### src/verilog/fetch_pkg.sv
`default_nettype none

package fetch_pkg;

    // datapath widths
    localparam int XLEN    = 32;
    localparam int ORDER_W = 64;

    // line and memory beat geometry
    localparam int LINE_W         = 256;
    localparam int BEAT_W         = 64;
    localparam int BEATS_PER_LINE = LINE_W / BEAT_W;
    localparam int WORDS_PER_LINE = LINE_W / XLEN;
    localparam int LINE_OFF_W     = $clog2(LINE_W / 8);

    // index widths derived from the geometry
    localparam int BEAT_IDX_W = $clog2(BEATS_PER_LINE);
    localparam int WORD_IDX_W = $clog2(WORDS_PER_LINE);

    // boot address
    localparam logic [XLEN-1:0] RESET_PC = 32'haaaaa000;

    // instruction queue sizing
    localparam int IQ_DEPTH = 16;
    localparam int IQ_PTR_W = $clog2(IQ_DEPTH);
    localparam int IQ_CNT_W = IQ_PTR_W + 1;

    // completed line fill, valid is a single-cycle pulse
    typedef struct packed {
        logic              valid;
        logic [LINE_W-1:0] line;
    } line_fill_t;

    // queue payload, also the entry handed to decode
    typedef struct packed {
        logic [ORDER_W-1:0] order;
        logic [XLEN-1:0]    pc;
        logic [XLEN-1:0]    inst;
    } fetch_entry_t;

    // redirect request from the back end
    typedef struct packed {
        logic            valid;
        logic [XLEN-1:0] pc;
    } redirect_t;

endpackage

`default_nettype wire

### src/verilog/burst_line_assembler.sv
`timescale 1ns/1ns
`default_nettype none

module burst_line_assembler
import fetch_pkg::*;
(
    input  logic              clk,
    input  logic              rst,

    input  logic [BEAT_W-1:0] bmem_rdata_i,
    input  logic              bmem_rvalid_i,
    input  logic              bmem_read_i,
    input  logic              discard_i,

    output line_fill_t        fill_o
);

    logic [BEAT_IDX_W-1:0] beat_cnt_q;
    logic [LINE_W-1:0]     line_q;
    logic                  fill_valid_q;
    logic                  expect_q;
    logic                  drop_q;
    logic                  last_beat;

    assign last_beat = bmem_rvalid_i && (beat_cnt_q == BEAT_IDX_W'(BEATS_PER_LINE - 1));

    // lower beat lands in the lower bits of the line
    always_ff @(posedge clk) begin
        if (bmem_rvalid_i && !(drop_q || discard_i)) begin
            line_q[beat_cnt_q * BEAT_W +: BEAT_W] <= bmem_rdata_i;
        end
    end

    always_ff @(posedge clk) begin
        if (rst) begin
            beat_cnt_q   <= '0;
            fill_valid_q <= 1'b0;
            expect_q     <= 1'b0;
            drop_q       <= 1'b0;
        end else begin
            // end of every burst is marked, dropped data included
            fill_valid_q <= last_beat;
            if (bmem_rvalid_i) begin
                beat_cnt_q <= beat_cnt_q + 1'b1;
            end
            if (bmem_read_i) begin
                expect_q <= 1'b1;
            end else if (last_beat) begin
                expect_q <= 1'b0;
            end
            // stale burst after a redirect, stop writing it
            if (last_beat) begin
                drop_q <= 1'b0;
            end else if (discard_i && expect_q) begin
                drop_q <= 1'b1;
            end
        end
    end

    assign fill_o = '{valid: fill_valid_q, line: line_q};

    // beats only come back for a line that was asked for
    beat_needs_request: assert property (@(posedge clk) disable iff (rst)
        bmem_rvalid_i |-> expect_q);

endmodule

`default_nettype wire

### src/verilog/fetch_control.sv
`timescale 1ns/1ns
`default_nettype none

module fetch_control
import fetch_pkg::*;
(
    input  logic            clk,
    input  logic            rst,

    // memory request side
    input  logic            bmem_ready_i,
    output logic [XLEN-1:0] bmem_addr_o,
    output logic            bmem_read_o,

    // line fill from the assembler
    input  line_fill_t      fill_i,
    output logic            discard_o,

    // queue push side
    input  logic            full_i,
    output logic            push_o,
    output fetch_entry_t    push_entry_o,

    input  redirect_t       redirect_i
);

    logic [XLEN-1:0]            pc_q;
    logic [ORDER_W-1:0]         order_q;

    // one-line buffer
    logic [LINE_W-1:0]          buf_line_q;
    logic [XLEN-LINE_OFF_W-1:0] buf_tag_q;
    logic                       buf_valid_q;

    logic                       pending_q;
    logic                       discard_q;
    logic                       started_q;

    logic [WORD_IDX_W-1:0]      word_idx;
    logic                       hit;

    assign word_idx = pc_q[LINE_OFF_W-1 -: WORD_IDX_W];
    assign hit      = buf_valid_q && (buf_tag_q == pc_q[XLEN-1:LINE_OFF_W]);

    // one entry per cycle while the line buffer covers pc
    assign push_o       = hit && !full_i && !redirect_i.valid;
    assign push_entry_o = '{
        order: order_q,
        pc:    pc_q,
        inst:  buf_line_q[word_idx * XLEN +: XLEN]
    };

    // line-aligned request with at most one in flight
    assign bmem_addr_o = {pc_q[XLEN-1:LINE_OFF_W], {LINE_OFF_W{1'b0}}};
    assign bmem_read_o = started_q && !hit && !pending_q && bmem_ready_i && !redirect_i.valid;

    assign discard_o = discard_q;

    always_ff @(posedge clk) begin
        if (rst) begin
            pc_q        <= RESET_PC;
            order_q     <= '0;
            buf_valid_q <= 1'b0;
            pending_q   <= 1'b0;
            discard_q   <= 1'b0;
            started_q   <= 1'b0;
        end else begin
            // keeps the first cycle after reset quiet
            started_q <= 1'b1;

            if (bmem_read_o) begin
                pending_q <= 1'b1;
            end else if (fill_i.valid) begin
                pending_q <= 1'b0;
            end

            // fill still in flight at a redirect belongs to the old path
            if (fill_i.valid) begin
                discard_q <= 1'b0;
            end else if (redirect_i.valid && pending_q) begin
                discard_q <= 1'b1;
            end

            if (redirect_i.valid) begin
                // order keeps counting across redirects
                pc_q        <= redirect_i.pc;
                buf_valid_q <= 1'b0;
            end else begin
                if (fill_i.valid && !discard_q) begin
                    buf_valid_q <= 1'b1;
                end
                if (push_o) begin
                    pc_q    <= pc_q + XLEN'(4);
                    order_q <= order_q + ORDER_W'(1);
                end
            end
        end
    end

    // pc does not move while a fill is pending, so its tag names the line
    always_ff @(posedge clk) begin
        if (fill_i.valid && !discard_q) begin
            buf_line_q <= fill_i.line;
            buf_tag_q  <= pc_q[XLEN-1:LINE_OFF_W]; 
        end
    end

    // fills only come back for the request in flight
    fill_needs_request: assert property (@(posedge clk) disable iff (rst)
        fill_i.valid |-> pending_q);

endmodule

`default_nettype wire

### src/verilog/instr_queue.sv
`timescale 1ns/1ns
`default_nettype none

module instr_queue
import fetch_pkg::*;
(
    input  logic         clk,
    input  logic         rst,

    input  logic         push_i,
    input  fetch_entry_t push_entry_i,
    output logic         full_o,

    // decode side
    input  logic         hold_i,
    input  logic         flush_i,
    output logic         valid_o,
    output fetch_entry_t head_o
);

    fetch_entry_t          entries_q [IQ_DEPTH];
    logic [IQ_PTR_W-1:0]   rd_ptr_q;
    logic [IQ_PTR_W-1:0]   wr_ptr_q;
    logic [IQ_CNT_W-1:0]   count_q;
    logic                  push_ok;
    logic                  pop;

    assign full_o = (count_q == IQ_CNT_W'(IQ_DEPTH));

    // head goes to decode in the same cycle it is offered
    assign valid_o = (count_q != '0) && !hold_i && !flush_i;
    assign head_o  = entries_q[rd_ptr_q];

    assign pop     = valid_o;
    assign push_ok = push_i && !full_o && !flush_i;

    always_ff @(posedge clk) begin
        if (push_ok) begin
            entries_q[wr_ptr_q] <= push_entry_i;
        end
    end

    // pointers wrap naturally, depth is a power of two
    always_ff @(posedge clk) begin
        if (rst || flush_i) begin
            rd_ptr_q <= '0;
            wr_ptr_q <= '0;
            count_q  <= '0;
        end else begin
            if (push_ok) begin
                wr_ptr_q <= wr_ptr_q + 1'b1;
            end
            if (pop) begin
                rd_ptr_q <= rd_ptr_q + 1'b1;
            end
            case ({push_ok, pop})
                2'b10:   count_q <= count_q + 1'b1;
                2'b01:   count_q <= count_q - 1'b1;
                default: count_q <= count_q;
            endcase
        end
    end

    // fetch must respect the full flag
    no_push_when_full: assert property (@(posedge clk) disable iff (rst)
        push_i |-> !full_o);

endmodule

`default_nettype wire

### src/verilog/fetch_top.sv
`timescale 1ns/1ns
`default_nettype none

module fetch_top
import fetch_pkg::*;
(
    input  logic              clk,
    input  logic              rst,

    // burst memory port, read only
    output logic [XLEN-1:0]   bmem_addr_o,
    output logic              bmem_read_o,
    input  logic              bmem_ready_i,
    input  logic [BEAT_W-1:0] bmem_rdata_i,
    input  logic              bmem_rvalid_i,

    // decode side
    input  logic              decode_stall_i,
    input  logic              redirect_i,
    input  logic [XLEN-1:0]   redirect_pc_i,
    output logic              fetch_valid_o,
    output fetch_entry_t      fetch_entry_o
);

    redirect_t    redirect;
    line_fill_t   fill;
    logic         discard;
    logic         push;
    fetch_entry_t push_entry;
    logic         queue_full;

    assign redirect = '{valid: redirect_i, pc: redirect_pc_i};

    burst_line_assembler line_asm_i (
        .clk           (clk),
        .rst           (rst),
        .bmem_rdata_i  (bmem_rdata_i),
        .bmem_rvalid_i (bmem_rvalid_i),
        .bmem_read_i   (bmem_read_o),
        .discard_i     (discard),
        .fill_o        (fill)
    );

    fetch_control fetch_ctrl_i (
        .clk          (clk),
        .rst          (rst),
        .bmem_ready_i (bmem_ready_i),
        .bmem_addr_o  (bmem_addr_o),
        .bmem_read_o  (bmem_read_o),
        .fill_i       (fill),
        .discard_o    (discard),
        .full_i       (queue_full),
        .push_o       (push),
        .push_entry_o (push_entry),
        .redirect_i   (redirect)
    );

    // only the queue is flushed by a redirect
    instr_queue instr_queue_i (
        .clk          (clk),
        .rst          (rst),
        .push_i       (push),
        .push_entry_i (push_entry),
        .full_o       (queue_full),
        .hold_i       (decode_stall_i),
        .flush_i      (redirect.valid),
        .valid_o      (fetch_valid_o),
        .head_o       (fetch_entry_o)
    );

endmodule

`default_nettype wire

### config.mk
export PLATFORM = sky130hd
export DESIGN_NAME = fetch_top
export DESIGN_NICKNAME = d
export VERILOG_FILES = /design/src/verilog/fetch_pkg.sv /design/src/verilog/burst_line_assembler.sv /design/src/verilog/fetch_control.sv /design/src/verilog/instr_queue.sv /design/src/verilog/fetch_top.sv
export SDC_FILE = /design/constraint.sdc
export NUM_CORES = 2
export LEC_CHECK = 0
export BUFFER_PORTS_ARGS = -buffer_cell sky130_fd_sc_hd__buf_2
export CORE_ASPECT_RATIO = 1.5
export CORE_UTILIZATION = 35
export DETAILED_ROUTE_END_ITERATION = 12
export PLACE_DENSITY = 0.46
export SLEW_MARGIN = 20
export SYNTH_ARGS = -nofsm -noshare
export SYNTH_HDL_FRONTEND = slang
export SYNTH_SLANG_ARGS = --single-unit
### constraint.sdc
create_clock -name clk -period 37.4 [get_ports clk]
set_input_delay 5.61 -clock clk [delete_from_list [all_inputs] [get_ports clk]]
set_output_delay 5.61 -clock clk [all_outputs]
set_load 0.03 [all_outputs]
==> results.txt <==
* Gates resized, CTS repair: 0
* Clock tree root buffer cell: clkbuf_16
- Maximum clock frequency: roughly 82 MHz
- Count of boundary I/O pins: 264
- Residual antenna-violating net count after detailed routing: 0
* Antenna violations before repair: 30
* Die outline height: 667 µm
- Yosys mapped a number of flops with a built-in enable equal to ~2,600.
* Avg Synthesized Cell Area: approximately 22 µm²
- Clock skew on the completed layout was measured at about 0.035 ns.
- Final critical-path required period: 12.18 ns
- Clock tree synthesis inserted a total of 275 buffers.
- Area post-placement: between 100,000 and 150,000 µm²
- For the pin with the worst max-slew slack, the measured transition is approximately 1.1 ns.
- CTS H-Tree Depth: 5
- Largest voltage drop on the vdd net: slightly above 0.03 mV
- Critical-path maximum fanout: 20
* FP Rows: approximately 240
- Post-synth top area share: 75.2%
- Global routing used between 10% and 20% of the available tracks across all layers.
* Final standard cell area without fillers: around 120,000 µm²
- The number of hold buffers added after CTS was 0.
- Number of search-and-repair iterations in the first detailed-routing pass: 7
- The worst setup path is captured at a primary output.
- Clock transition at the registers of the reported paths: 0.06 ns
- Leading cell types in the layout, fill and taps excluded: edfxtp_1, mux4_2, clkbuf_16, and2_1, buf_2
* Final cell count without fillers: approximately 9,200
- In this run the power density over the cells is about 52 nW/µm².
- Of all flip-flops after synthesis, the portion carrying an async set or reset was 0%.
* TritonCTS clock tree: built
- Register-to-Register Setup Slack: between 30 and 40 ns
- In this run the static leakage power is 34.8 nW.
* Synthesized netlist cell count: approximately 4,700
- Setup violations remaining at the end of the flow were counted as 0.
* Source-to-sink clock delay at the later pin of the worst-skew pair: around 0.86 ns
* Post-synthesis cell type with the largest combined area: edfxtp_1
- Die Wd: 445 µm
* WL/cell: 28.8 µm
- The most critical setup path has its endpoint at fetch_valid_o.
* Post-CTS Setup Inserts: 0
- After layout, the worst path uses 32.6% of the clock period.
- At the worst endpoint, the arrival time is between 6 and 7 ns.
- Hold Fails Final Rpt: 0
* Total Neg Setup Slack: 0 ns
* Required time of the critical path: 31.79 ns
- Counting cells, the worst reg-to-reg path comes to 9.
* Vias in the first global route: a little over 50,000
- Leading register cell type out of synthesis: edfxtp_1
- Worst flop-to-flop path startpoint: fetch_ctrl_i.pc_q[7]
- Net total in the final layout: between 5,000 and 6,000
- Detailed placement ended at an HPWL of 137,000 µm.
- The core region is a little under 300,000 µm².
- Reg-to-reg critical path endpoint: instr_queue_i.entries_q[11][89]
* Flops & latches, synth: around 2,700
- In this run the deepest clock path goes through 4 buffers.
- The post-route netlist has ~29% of its cells at a drive strength greater than 1.
* Count of buffers inserted at the top-level ports: approximately 260
- GP Congestion: roughly 0.72
- The critical path in this run is classified as in2out.
- Number of vias in the routed layout: 47,700
- Across the run, the number of max-cap violations was 0.
- The final max-slew violation count is 0.
- The design draws between 0.006 and 0.007 W.
* Cell types with the largest area share after synthesis: edfxtp_1, mux4_2, dfxtp_1
- After global routing the overflow that remains totals 0.
* Largest net degree at the start of global routing: 170
* Vias per cell: between 5 and 6
* Residual DRC count: 0
- Iteration-0 DRC Markers: roughly 3,800
* Detailed-route wire length: roughly 260,000 µm
* Floorplan die area: roughly 300,000 µm²
* Worst hold path type: reg2reg
- The flow ran to the end, and the final reports show no timing, DRC or antenna violations.
- For this run, the number of Yosys warnings is 0.
- Measured against its own limit, the worst slew margin works out to between 20 and 30%.
* TritonCTS Sinks: between 2,000 and 3,000
* Global-route wire length before repair: around 380,000 µm
- The library cell used most frequently in the layout, excluding fill and tap cells, is edfxtp_1.
* Cell Area, Synth: 103,000 µm²
- Area added between synthesis and finish: 14.4%
* Count of cell types in the netlist: 64
- The worst setup path is launched from a primary input.
* Placed Instances: ~8,700
* Part of the Yosys area used for sequential elements: ~78%
- Starting density of the core: 35.3%
- The critical path starts at redirect_i.
* Setup repair after global routing missed its margin: no
## synthesized netlist by cell type (5+ instances only)
cell,count
nand4b_1,7
nor3_1,15
or4_1,28
nand4_1,46
nand2b_1,5
clkbuf_1,155
o21ai_0,54
nand3_1,31
nor3b_1,8
nor2_1,69
a21oi_1,77
and3_1,16
mux4_2,695
buf_4,38
and4_1,11
a211oi_1,14
a311oi_1,5
a31oi_1,10
nor4_1,12
nor2b_1,10
or3_1,37
nand2_1,56
mux2i_1,18
inv_1,24
o31ai_1,28
xor2_1,38
xnor2_1,12
buf_1,54
edfxtp_1,2587
ha_1,16
mux2_2,32
and2_1,267
buf_2,20
dfxtp_1,122
## worst min-delay path by stage
stage | start | endpoint | slack, ns | cells after the start
2_1_floorplan | line_asm_i.line_q[0] | fetch_ctrl_i.buf_line_q[0] | 0.40 | 0
3_3_place_gp | line_asm_i.line_q[64] | fetch_ctrl_i.buf_line_q[64] | 0.40 | 0
3_5_place_dp | line_asm_i.line_q[110] | fetch_ctrl_i.buf_line_q[110] | 0.40 | 0
4_1_cts | line_asm_i.line_q[36] | fetch_ctrl_i.buf_line_q[36] | 0.40 | 0
5_1_grt | line_asm_i.line_q[0] | fetch_ctrl_i.buf_line_q[0] | 0.41 | 0
6_report | line_asm_i.line_q[58] | fetch_ctrl_i.buf_line_q[58] | 0.41 | 0
## power breakdown
group,internal (W),switching [W],leakage [nW]
Combinational,0.0000337,0.0000868,7.20
Sequential,0.00333,0.0000110,23.5
Clock,0.00151,0.00115,4.18
Total,0.00488,0.00125,34.8
## kinds of logic (layout without fill, tap and decap cells)
kind of cell,after synthesis,count (layout),share of synthesized area (%)
buffers and inverters,293,892,1.23
AOI/OAI and AO/OA,206,206,1.19
adders and majority gates,16,16,0.194
DFF,2709,2709,77.6
muxes,745,745,15.7
other,1,10,0.00363
and+or+nand+nor,634,634,3.66
xor gates and xnor gates,50,50,0.424
## per-layer routing
| metal | up-vias | GRT usage (%) | wire length, µm | share of wire [%] |
|---|---|---|---|---|
| li1 | 20200 | - | - | - |
| met1 | 26200 | 22.6 | 111000 | 42 |
| met2 | 969 | 31.2 | 136000 | 51 |
| met3 | 348 | 3.44 | 12800 | 4.9 |
| met4 | 36 | 3.98 | 4970 | 1.9 |
| met5 | - | 0 | 249 | 0.094 |
## stage by stage
stage / worst slack, ns / hold slack, ns / util [%]
floorplan: 21.52 / 0.400 / -
global placement: 25.16 / 0.400 / 37.4
detailed placement: 25.20 / 0.405 / 37.4
CTS: 25.20 / 0.400 / 40.3
global route: 25.14 / 0.414 / 40.3
finish: 25.22 / 0.410 / 40.3
## registers in the layout (all words and copies together) (netlist names), named ones only
name and cells:
line_asm_i.drop_q 1, instr_queue_i.rd_ptr_q 4, fetch_ctrl_i.discard_o 1, line_asm_i.beat_cnt_q 2, fetch_ctrl_i.pc_q 32, instr_queue_i.count_q 5, instr_queue_i.entries_q 2048, fetch_ctrl_i.buf_valid_q 1
fetch_ctrl_i.started_q 1, line_asm_i.expect_q 1, instr_queue_i.wr_ptr_q 4, line_asm_i.fill_valid_q 1, fetch_ctrl_i.pending_q 1, fetch_ctrl_i.buf_line_q 256, fetch_ctrl_i.order_q 64, fetch_ctrl_i.buf_tag_q 27
line_asm_i.line_q 256
## final cells by class
class,instances,area [µm²]
Fill cell,26000,175000
Sequential cell,2709,80200
Multi-Input combinational cell,1656,22000
Clock buffer,359,7590
Tap cell,3920,4900
Timing Repair Buffer,380,2370
Clock inverter,128,940
Inverter,25,93.8
Antenna cell,5,12.5
## critical path: stages
cell and delay [ns]:
buf_2 0.25, a211oi_1 0.28, buf_4 0.22, buf_2 0.21
(Power assumes the default switching activity.)
